--- src/source/fma_pkg.sv ---
package fma_pkg;

    // ~~~~~~~~~~~~~~~~~~~~~~~~~~~~~~~~~~~~~~~~~~~~~~~~~~~~~~~~~~~~~~~~~~~~~~~~~~
    // widths and constants
    // ~~~~~~~~~~~~~~~~~~~~~~~~~~~~~~~~~~~~~~~~~~~~~~~~~~~~~~~~~~~~~~~~~~~~~~~~~~
    localparam int data_w = 16;                 // q8.8 word
    localparam int frac_w = 8;
    localparam int acc_w  = 34;                 // 16.16 plus headroom and sign guard
    localparam int tag_w  = 4;

    localparam logic [data_w-1:0] one_q = 16'h0100;     // 1.0

    // ~~~~~~~~~~~~~~~~~~~~~~~~~~~~~~~~~~~~~~~~~~~~~~~~~~~~~~~~~~~~~~~~~~~~~~~~~~
    // operation and rounding codes
    // ~~~~~~~~~~~~~~~~~~~~~~~~~~~~~~~~~~~~~~~~~~~~~~~~~~~~~~~~~~~~~~~~~~~~~~~~~~
    typedef enum logic [2:0] {
        op_add   = 3'd0,
        op_sub   = 3'd1,
        op_mul   = 3'd2,
        op_madd  = 3'd3,
        op_msub  = 3'd4,
        op_nmadd = 3'd5,
        op_nmsub = 3'd6
    } fma_op_e;

    typedef enum logic [2:0] {
        rm_rne = 3'd0,                          // also used for unknown codes
        rm_rtz = 3'd1,
        rm_rdn = 3'd2,
        rm_rup = 3'd3
    } round_e;

    typedef struct packed {
        logic of;                               // overflow, result saturated
        logic nx;                               // inexact
    } fma_flags_t;

    typedef struct packed {
        logic signed [data_w-1:0] a;
        logic signed [data_w-1:0] b;
        logic signed [data_w-1:0] c;
    } lane_opnd_t;

    typedef struct packed {
        logic             valid;
        round_e           rm;
        logic [tag_w-1:0] tag;
    } pipe_ctl_t;

endpackage

--- src/source/fma_decode.sv ---
`timescale 1ns/100ps

module fma_decode #(
    parameter int num_lanes = 2
) (
    input  logic                                         clk,
    input  logic                                         rst,
    input  logic                                         enable,
    input  logic                                         valid_in,
    input  fma_pkg::fma_op_e                             op,
    input  logic [2:0]                                   frm,
    input  logic [fma_pkg::tag_w-1:0]                    tag_in,
    input  logic [num_lanes-1:0][fma_pkg::data_w-1:0]    dataa,
    input  logic [num_lanes-1:0][fma_pkg::data_w-1:0]    datab,
    input  logic [num_lanes-1:0][fma_pkg::data_w-1:0]    datac,
    output fma_pkg::lane_opnd_t [num_lanes-1:0]          opnd,
    output fma_pkg::pipe_ctl_t                           ctl
);

    fma_pkg::lane_opnd_t [num_lanes-1:0] steer;
    logic                                valid_q;
    fma_pkg::round_e                     rm_q;
    logic [fma_pkg::tag_w-1:0]           tag_q;

    // operand steering, negation wraps on the most negative value
    always_comb begin
        for (int i = 0; i < num_lanes; i++) begin
            steer[i].a = dataa[i];
            steer[i].b = datab[i];
            steer[i].c = datac[i];
            case (op)
                fma_pkg::op_add: begin
                    steer[i].a = fma_pkg::one_q;   // a*b becomes 1.0 * dataa
                    steer[i].b = dataa[i];
                    steer[i].c = datab[i];
                end
                fma_pkg::op_sub: begin
                    steer[i].a = fma_pkg::one_q;
                    steer[i].b = dataa[i];
                    steer[i].c = -datab[i];
                end
                fma_pkg::op_mul:   steer[i].c = '0;
                fma_pkg::op_msub:  steer[i].c = -datac[i];
                fma_pkg::op_nmsub: steer[i].a = -dataa[i];
                fma_pkg::op_nmadd: begin
                    steer[i].a = -dataa[i];
                    steer[i].c = -datac[i];
                end
                default: ;                          // madd
            endcase
        end
    end

    always_ff @(posedge clk) begin
        if (rst) begin
            valid_q <= 1'b0;
        end else if (enable) begin
            valid_q <= valid_in;
        end
    end

    always_ff @(posedge clk) begin
        if (enable) begin
            opnd  <= steer;
            rm_q  <= fma_pkg::round_e'(frm);     // unknown codes carried as is
            tag_q <= tag_in;
        end
    end

    assign ctl = '{valid: valid_q, rm: rm_q, tag: tag_q};

endmodule

--- src/source/fma_execute.sv ---
`timescale 1ns/100ps

module fma_execute #(
    parameter int num_lanes   = 2,
    parameter int latency_mul = 3
) (
    input  logic                                         clk,
    input  logic                                         rst,
    input  logic                                         enable,
    input  fma_pkg::lane_opnd_t [num_lanes-1:0]          opnd_in,
    input  fma_pkg::pipe_ctl_t                           ctl_in,
    output logic [num_lanes-1:0][fma_pkg::acc_w-1:0]     acc,
    output fma_pkg::pipe_ctl_t                           ctl_out
);

    logic [latency_mul-1:0]    valid_q;
    fma_pkg::round_e           rm_q  [latency_mul];
    logic [fma_pkg::tag_w-1:0] tag_q [latency_mul];

    for (genvar i = 0; i < num_lanes; i++) begin : g_lane
        fma_lane #(
            .latency_mul (latency_mul)
        ) u_lane (
            .clk    (clk),
            .enable (enable),
            .opnd   (opnd_in[i]),
            .acc    (acc[i])
        );
    end

    // control rides alongside the lanes
    always_ff @(posedge clk) begin
        if (rst) begin
            valid_q <= '0;
        end else if (enable) begin
            valid_q <= {valid_q[latency_mul-1:0] << 1} | latency_mul'(ctl_in.valid);
        end
    end

    always_ff @(posedge clk) begin
        if (enable) begin
            rm_q[0]  <= ctl_in.rm;
            tag_q[0] <= ctl_in.tag;
            for (int i = 1; i < latency_mul; i++) begin
                rm_q[i]  <= rm_q[i-1];
                tag_q[i] <= tag_q[i-1];
            end
        end
    end

    assign ctl_out = '{
        valid: valid_q[latency_mul-1],
        rm:    rm_q[latency_mul-1],
        tag:   tag_q[latency_mul-1]
    };

endmodule

--- src/source/fma_lane.sv ---
`timescale 1ns/100ps

module fma_lane #(
    parameter int latency_mul = 3
) (
    input  logic                              clk,
    input  logic                              enable,
    input  fma_pkg::lane_opnd_t               opnd,
    output logic signed [fma_pkg::acc_w-1:0]  acc
);

    logic signed [fma_pkg::acc_w-1:0] prod;
    logic signed [fma_pkg::acc_w-1:0] addend;
    logic signed [fma_pkg::acc_w-1:0] sum;
    logic signed [fma_pkg::acc_w-1:0] stage [latency_mul];

    // ~~~~~~~~~~~~~~~~~~~~~~~~~~~~~~~~~~~~~~~~~~~~~~~~~~~~~~~~~~~~~~~~~~~~~~~~~~
    // multiply-add in 16.16
    // ~~~~~~~~~~~~~~~~~~~~~~~~~~~~~~~~~~~~~~~~~~~~~~~~~~~~~~~~~~~~~~~~~~~~~~~~~~

    // q8.8 * q8.8 already lands on the 16.16 point
    assign prod   = $signed(opnd.a) * $signed(opnd.b);

    // c sign extended before the shift, aligns to 16.16
    assign addend = $signed(opnd.c) <<< fma_pkg::frac_w;

    assign sum    = prod + addend;

    // ~~~~~~~~~~~~~~~~~~~~~~~~~~~~~~~~~~~~~~~~~~~~~~~~~~~~~~~~~~~~~~~~~~~~~~~~~~
    // fixed latency chain
    // ~~~~~~~~~~~~~~~~~~~~~~~~~~~~~~~~~~~~~~~~~~~~~~~~~~~~~~~~~~~~~~~~~~~~~~~~~~
    always_ff @(posedge clk) begin
        if (enable) begin
            stage[0] <= sum;
            for (int i = 1; i < latency_mul; i++) begin
                stage[i] <= stage[i-1];
            end
        end
    end

    assign acc = stage[latency_mul-1];         // holds while stalled

endmodule

--- src/source/fma_result.sv ---
`timescale 1ns/100ps

module fma_result #(
    parameter int num_lanes = 2
) (
    input  logic                                         clk,
    input  logic                                         rst,
    input  logic                                         enable,
    input  logic [num_lanes-1:0][fma_pkg::acc_w-1:0]     acc,
    input  fma_pkg::pipe_ctl_t                           ctl_in,
    output logic [num_lanes-1:0][fma_pkg::data_w-1:0]    result,
    output fma_pkg::fma_flags_t [num_lanes-1:0]          flags,
    output logic                                         valid_out,
    output logic [fma_pkg::tag_w-1:0]                    tag_out
);

    localparam int rnd_w = fma_pkg::acc_w - fma_pkg::frac_w + 1;  // integer part plus guard

    localparam logic signed [rnd_w-1:0] max_q = 2 ** (fma_pkg::data_w - 1) - 1;
    localparam logic signed [rnd_w-1:0] min_q = -(2 ** (fma_pkg::data_w - 1));

    logic [num_lanes-1:0][fma_pkg::data_w-1:0] res_d;
    fma_pkg::fma_flags_t [num_lanes-1:0]       flg_d;

    always_comb begin
        logic signed [rnd_w-1:0]    q;
        logic [fma_pkg::frac_w-1:0] drop;
        logic                       inc;
        logic signed [rnd_w-1:0]    r;
        for (int i = 0; i < num_lanes; i++) begin
            q    = {acc[i][fma_pkg::acc_w-1], acc[i][fma_pkg::acc_w-1:fma_pkg::frac_w]};  // floor
            drop = acc[i][fma_pkg::frac_w-1:0];
            case (ctl_in.rm)
                fma_pkg::rm_rtz: inc = (|drop) & acc[i][fma_pkg::acc_w-1];  // up if negative
                fma_pkg::rm_rdn: inc = 1'b0;
                fma_pkg::rm_rup: inc = |drop;
                default:         inc = drop[fma_pkg::frac_w-1] &
                                       ((|drop[fma_pkg::frac_w-2:0]) | q[0]);  // ties to even
            endcase
            r           = q + rnd_w'(inc);
            flg_d[i].nx = |drop;
            flg_d[i].of = (r > max_q) | (r < min_q);
            if (r > max_q) begin
                res_d[i] = max_q[fma_pkg::data_w-1:0];
            end else if (r < min_q) begin
                res_d[i] = min_q[fma_pkg::data_w-1:0];
            end else begin
                res_d[i] = r[fma_pkg::data_w-1:0];
            end
        end
    end

    always_ff @(posedge clk) begin
        if (rst) begin
            valid_out <= 1'b0;
        end else if (enable) begin
            valid_out <= ctl_in.valid;
        end
    end

    always_ff @(posedge clk) begin
        if (enable) begin
            result  <= res_d;
            flags   <= flg_d;
            tag_out <= ctl_in.tag;
        end
    end

endmodule

--- src/source/fma_unit.sv ---
`timescale 1ns/100ps

module fma_unit #(
    parameter int num_lanes   = 2,
    parameter int latency_mul = 3
) (
    input  logic                                         clk,
    input  logic                                         rst,
    input  logic                                         valid_in,
    output logic                                         ready_in,
    input  fma_pkg::fma_op_e                             op,
    input  logic [2:0]                                   frm,
    input  logic [fma_pkg::tag_w-1:0]                    tag_in,
    input  logic [num_lanes-1:0][fma_pkg::data_w-1:0]    dataa,
    input  logic [num_lanes-1:0][fma_pkg::data_w-1:0]    datab,
    input  logic [num_lanes-1:0][fma_pkg::data_w-1:0]    datac,
    input  logic                                         ready_out,
    output logic                                         valid_out,
    output logic [num_lanes-1:0][fma_pkg::data_w-1:0]    result,
    output fma_pkg::fma_flags_t [num_lanes-1:0]          flags,
    output logic [fma_pkg::tag_w-1:0]                    tag_out
);

    logic                                     stall;
    logic                                     enable;
    fma_pkg::lane_opnd_t [num_lanes-1:0]      opnd;
    fma_pkg::pipe_ctl_t                       dec_ctl;
    logic [num_lanes-1:0][fma_pkg::acc_w-1:0] acc;
    fma_pkg::pipe_ctl_t                       exe_ctl;

    // global back-pressure, whole pipe freezes
    assign stall    = valid_out & ~ready_out;
    assign enable   = ~stall;
    assign ready_in = enable;

    fma_decode #(.num_lanes(num_lanes)) u_decode (
        .clk(clk), .rst(rst), .enable(enable),
        .valid_in(valid_in), .op(op), .frm(frm), .tag_in(tag_in),
        .dataa(dataa), .datab(datab), .datac(datac),
        .opnd(opnd), .ctl(dec_ctl)
    );

    fma_execute #(.num_lanes(num_lanes), .latency_mul(latency_mul)) u_execute (
        .clk(clk), .rst(rst), .enable(enable),
        .opnd_in(opnd), .ctl_in(dec_ctl), .acc(acc), .ctl_out(exe_ctl)
    );

    fma_result #(.num_lanes(num_lanes)) u_result (
        .clk(clk), .rst(rst), .enable(enable), .acc(acc), .ctl_in(exe_ctl),
        .result(result), .flags(flags), .valid_out(valid_out), .tag_out(tag_out)
    );

endmodule
--- config.mk ---
export PLATFORM = sky130hd
export DESIGN_NAME = fma_unit
export DESIGN_NICKNAME = d
export VERILOG_FILES = /design/src/source/fma_pkg.sv /design/src/source/fma_decode.sv /design/src/source/fma_execute.sv /design/src/source/fma_lane.sv /design/src/source/fma_result.sv /design/src/source/fma_unit.sv
export SDC_FILE = /design/constraint.sdc
export NUM_CORES = 2
export LEC_CHECK = 0
export BUFFER_PORTS_ARGS = -buffer_cell sky130_fd_sc_hd__buf_2
export CAP_MARGIN = 0
export CORE_UTILIZATION = 60
export CTS_CLUSTER_SIZE = 10
export DETAILED_ROUTE_END_ITERATION = 6
export PLACE_DENSITY = 0.78
export REMOVE_ABC_BUFFERS = 1
export SYNTH_ARGS = -nofsm -noshare
export SYNTH_HDL_FRONTEND = slang
export SYNTH_SLANG_ARGS = --single-unit
--- constraint.sdc ---
create_clock -name clk -period 43.1 [get_ports clk]
set_input_delay 10.775 -clock clk [delete_from_list [all_inputs] [get_ports clk]]
set_output_delay 10.775 -clock clk [all_outputs]
set_load 0.02 [all_outputs]
-- After elaboration in Yosys (flattened, before gate mapping)
Memories as Yosys holds them, arrays and structs flattened. A register that Yosys moved wholly into a read port is not among the register bits.
Cells that the tools add are included.
- memories kept: 4
- bits in writable memories: 225
- bits of input ports: 110
- flip-flop bits (word level): 144
- word-level logic and storage cells: 77
- output and inout bits: 42
- equality and inequality tests: 8
- add/subtract/negate cells: 10
- multiplexer cells: 11
- reductions and logical operators: 9
- multiply operators: 2
- bitwise logic cells: 12
- $lt $le $gt $ge: 4
- memories (memory ; depth ; bits a word ; read ports ; clocked after Yosys merged registers in ; wr ports ; line ; RTL):
    u_execute.g_lane[0].u_lane.stage ; 3 ; 34 ; 3 ; 0 ; 3 ; fma_lane.sv:15 ; logic signed [fma_pkg::acc_w-1:0] stage [latency_mul];
    u_execute.g_lane[1].u_lane.stage ; 3 ; 34 ; 3 ; 0 ; 3 ; fma_lane.sv:15 ;
    u_execute.tag_q ; 3 ; 4 ; 3 ; 1 ; 3 ; fma_execute.sv:18 ; logic [fma_pkg::tag_w-1:0] tag_q [latency_mul];
    u_execute.rm_q ; 3 ; 3 ; 3 ; 0 ; 3 ; fma_execute.sv:17 ; fma_pkg::round_e rm_q [latency_mul];
- operators with widths (kind ; number):
    $pmux 16 s4 ; 2
    $neg 16->16 ; 6
    $add 32x24->33 ; 2
    $mul 16x16->32 ; 2
    $mux 16 ; 4
    $pmux 16 s2 ; 2
    $add 26x2->27 ; 2
    $gt 27x16->1 const B ; 2
    $lt 27x16->1 const B ; 2
    $reduce_or 8->1 ; 2
    $reduce_or 7->1 ; 2
    $eq 3x2->1 const B ; 3
    $eq 3x3->1 const B ; 3
    $eq 3x1->1 const B ; 2
    $pmux 1 s3 ; 2
    $reduce_or 2->1 ; 3
    $and 1x1->1 ; 5
    $or 1x1->1 ; 4
    $logic_not 3->1 ; 1
    $or 3x1->3 ; 1
    $not 1->1 ; 2
    $logic_not 1->1 ; 1
    $mux 1 ; 1

-- Depth between registers and ports, before layout
An unclocked memory read counts as a cell.
- depth in word-level cells: 8
- gate-level depth with buffers: 24
- depth with buffers taken out: 22

-- Modules after synthesis
Synthesis repeated with hierarchy kept, for this count alone.
- cell total of the unflattened synthesis: 3525
- area, all modules: 37193.2 um^2
- by module, submodules not included (module ; seq. area each (um^2) ; area each (um^2) ; instances ; cells an instance):
    fma_lane (u_execute.g_lane[0].u_lane) ; 2972.9 ; 13783.2 ; 1 ; 1291
    fma_lane (u_execute.g_lane[1].u_lane) ; 2972.9 ; 13556.8 ; 1 ; 1247
    fma_decode ; 3113.0 ; 6120.9 ; 1 ; 640
    fma_result ; 1221.2 ; 2934.1 ; 1 ; 308
    fma_execute ; 690.7 ; 792.0 ; 1 ; 38
    fma_unit ; 0.0 ; 6.3 ; 1 ; 1

-- Worst setup path after synthesis
OpenSTA, ideal clock, no wires.
- path type: input to output
- start point: input port ready_out
- end point: output port ready_in
- buffers on the path: 1
- required time: 32325 ps
- stages: 3
- data arrival time: 18065 ps
- slack: 14260 ps
- path through: nor2b_1 clkbuf_1 inv_1
- word-level cells in the longest chain between the ends: 3
- RTL lines (element ; line ; RTL):
    start: declaration ; fma_unit.sv:17 ; input logic ready_out,
    $not 1->1 ; fma_unit.sv:32 ; assign stall = valid_out & ~ready_out;
    $and 1x1->1 ; fma_unit.sv:32 ;
    $not 1->1 ; fma_unit.sv:33 ; assign enable = ~stall;
    end: declaration ; fma_unit.sv:10 ; output logic ready_in,
No other way between the ends.

-- Worst setup path after layout
Ends and elaborated chain as after synthesis.

==> results list <==
- Startpoint of the most critical setup path: ready_out
- Dpl cell area: 37900 um2
- Synthesis-to-finish area growth: 7.29%
- Together, buffers and inverters on the worst path number 3.
* Number of antenna violations at the first check in global routing: 1
- After legalization and detailed placement, the total HPWL measured 60.4 mm.
* Final setup viols: 0
* Root buffer cell: clkbuf_16
- Wire length of the first global-routing pass: 132 mm
* Overflow left after global routing: 0
- At the pin with the least slew margin, the transition time is 1.11 ns.
* Number of enable flip-flop cells after synthesis: 362
- Avg Synthesized Cell Area: 10.4 um2
- Cts-stage hold buffer count: 0
- Num CTS Buffers: 45
* R2r endpoint: u_execute.g_lane[1].u_lane.stage[0][31]
- Synthesis inferred 367 register bits.
- By instance count, the cell type seen most on the critical path is buf_2.
* Setup clock skew after layout: 0.0314 ns
- The number of setup buffers added after CTS is 0.
- 152 I/O pins were placed.
- Library cell contributing the largest single delay on the critical path: nor2b_1
* Initial DRC Count: 1899
- Most used cells in the layout excluding fill and tap cells: inv_1, fa_1, nand2_1, edfxtp_1, and2_1
- Final Max Slew Viols: 0
- Startpoint of the lowest-slack register-to-register path: u_decode.opnd[95]
- The congestion estimate from routability-driven global placement came to 0.903.
* Final period demand of the worst path: 22.98 ns
- Largest net degree at the start of global routing: 114
* Standard cell core area: 60200 um2
- Number of buffer cells added on primary ports: 151
* Required time of the critical path: 32.32 ns
- Proportion of layout cells with a drive suffix above 1: 6.94%
- Traced cell by cell, the critical path runs through buf_2 -> nor2b_1 -> inv_8 -> buf_2.
- Counting distinct cell types in the post-synthesis netlist gives 75.
* Number of buffers on the longest clock path: 3
- Relative slew slack: 26.0%
- Measured in cells, the most critical reg-to-reg path has a length of 20.
* Total GRT Usage: 26.9%
* Routed len/inst: 18.0 um
- Setup slack on the worst flop-to-flop path: 35.85 ns
* Primary flip-flop cell chosen by synthesis mapping: edfxtp_1
- The routed layout has 25100 vias.
- Cell count after synthesis: 3513
* Die outline area: 61900 um2
- Area share of the largest cell type after synthesis: 31.0%
* Post-route standard cell area excluding fillers: 39200 um2
- Cell area after synthesis: 36500 um2
* Worst hold slack: 0.408 ns
- Share of flip-flops with an asynchronous set or reset after synthesis: 0%
- Vias per std cell: 5.70
- Detailed-route DRC error count: 0
- Ranking of synthesized cells by area: fa_1, edfxtp_1, inv_1
* Cell depth of the worst setup path: 4
- Die Span Y: 249 um
- Maximum single-stage delay on the critical path: 0.61 ns
- The worst setup path is captured at an output port.
- WP data arrival: 12.21 ns
- The run finished with clean final reports.
- Detailed Routing Iterations Pass 1: 6
- Floorplan die width: 249 um
- Once the floorplan was initialized, standard cells occupied 60.6% of the core.
- After the last flow step, the layout net total stands at 4468.
- Hold path cells: 0
- Following the worst setup path forward leads to its endpoint at ready_in.
- fa_1 takes more of the synthesized area than any other cell.
- The tree built by TritonCTS fans out to 367 sinks.
* Worst-skew pair later-pin latency: 0.60 ns
* Total of cells resized after clock tree synthesis: 0
* Register area share after synthesis: 30.0%
- The critical path in this run is classified as input port to output port.
- Total Negative Setup Slacks: 0 ns
- Most common library cell in the layout ignoring fill and taps: inv_1
* Standard-cell rows: 90
- Hold Fails Final Rpt: 0
- Maximum operating frequency: 43.5 MHz
- Yosys warning count: 0
* Clock tree from TritonCTS: built
- Final cycle utilization of the critical path: 53.3%
* Vias in the first global route: 26000
- After clock tree synthesis, the clock-pin slew on the worst setup and hold paths is 0.06 ns.
- Final antenna-violating net count: 0
- The tightest min-delay check is of the flip-flop to flip-flop type.
- Inserted Diodes: 0
- Unrepaired setup endpoints after global routing: false
- Type of element launching the critical path: input port
- Max Cap Viol: 0
- Largest fanout on the critical path: 113
- Aggregate routed wire length: 79.2 mm
- In this design, the largest share of critical-path delay is due to buffers and inverters.
- In this run the number of H-tree levels came out at 2.
==> worst min-delay path by stage <==
stage | start | end | slack [ns]
2_1_floorplan | u_execute.g_lane[0].u_lane.stage[0][67] | u_execute.g_lane[0].u_lane.stage[0][100] | 0.40
3_3_place_gp | u_execute.g_lane[0].u_lane.stage[0][26] | u_execute.g_lane[0].u_lane.stage[0][60] | 0.40
3_5_place_dp | u_execute.g_lane[0].u_lane.stage[0][0] | u_execute.g_lane[0].u_lane.stage[0][34] | 0.40
4_1_cts | u_execute.g_lane[0].u_lane.stage[0][12] | u_execute.g_lane[0].u_lane.stage[0][46] | 0.41
5_1_grt | u_execute.g_lane[0].u_lane.stage[0][14] | u_execute.g_lane[0].u_lane.stage[0][48] | 0.42
6_report | u_execute.g_lane[0].u_lane.stage[0][12] | u_execute.g_lane[0].u_lane.stage[0][46] | 0.41
==> flip-flops by register name, summed over array words and instances (netlist names) <==
register and count:
u_execute.valid_q 3, u_result.tag_out 4, u_execute.g_lane.u_lane.stage 198, u_execute.rm_q 9
u_decode.rm_q 3, u_decode.tag_q 4, u_execute.tag_q 12, u_decode.opnd 96
u_result.flags 4, u_result.valid_out 1, u_decode.valid_q 1, u_result.result 32
==> routing by layer <==
layer | share of wire (%) | global-route usage [%] | vias up
met1 | 42 | 37.0 | 12400
met4 | 2.9 | 8.34 | 2
li1 | - | - | 11500
met5 | 0.015 | 0 | -
met2 | 47 | 43.6 | 1074
met3 | 8.2 | 4.93 | 153
==> synthesized netlist by cell type, drive strengths merged, types with 21 or more instances <==
cell and count:
a21o 26, clkbuf 103, ha 186, and2 238, inv 641, nand3 61
xnor2 70, nand2 440, or3 28, fa 566, xor2 33, o31ai 21
nor3 46, nand2b 25, a21oi 106, nor2 150, o21ai 144, edfxtp 362
==> metrics by stage <==
| step | cells | setup WS [ns] | utilization (%) |
|---|---|---|---|
| floorplan | 3399 | 14.36 | - |
| global route | 4411 | 19.97 | 65.0 |
| CTS | 4411 | 20.07 | 65.0 |
| detailed placement | 4341 | 20.06 | 62.9 |
| finish | 4411 | 20.12 | 65.0 |
| global placement | 4341 | 20.09 | 62.9 |
==> area by class of cell <==
cell class | instances | area, um2
Multi-Input combinational cell | 2390 | 22700
Fill cell | 4722 | 21100
Sequential cell | 367 | 11000
Inverter | 642 | 2420
Clock buffer | 59 | 1200
Tap cell | 782 | 978
Timing Repair Buffer | 160 | 823
Clock inverter | 11 | 104
==> kinds of logic (layout without fill, tap and decap cells) <==
group / Yosys count / count (layout) / synth area share [%]
multiplexers: 9 / 9 / 0.250
AO/OA/AOI/OAI: 441 / 441 / 7.64
adder cells (fa/ha/maj): 752 / 752 / 37.4
XOR/XNOR: 103 / 103 / 2.47
AND/OR/NAND/NOR: 1085 / 1085 / 14.4
buffers and inverters: 756 / 872 / 7.84
flip-flops: 367 / 367 / 30.0
==> worst reg2reg max path: stages, from the launching register on <==
cell and delay (ns):
edfxtp_1 0.68, nand2_1 0.30, inv_1 0.09, fa_1 0.59, inv_1 0.15, fa_1 0.58
inv_1 0.38, fa_1 0.51, fa_1 0.51, fa_1 0.55, inv_1 0.06, fa_1 0.59
inv_1 0.06, ha_1 0.39, and4_1 0.21, o21ai_0 0.11, a211o_1 0.32, and3_1 0.19
or3_1 0.40, a211o_1 0.26, o311ai_0 0.11
Power is not shown: default switching activity piles up to over one toggle a cycle in this logic, so the estimate is an artifact.
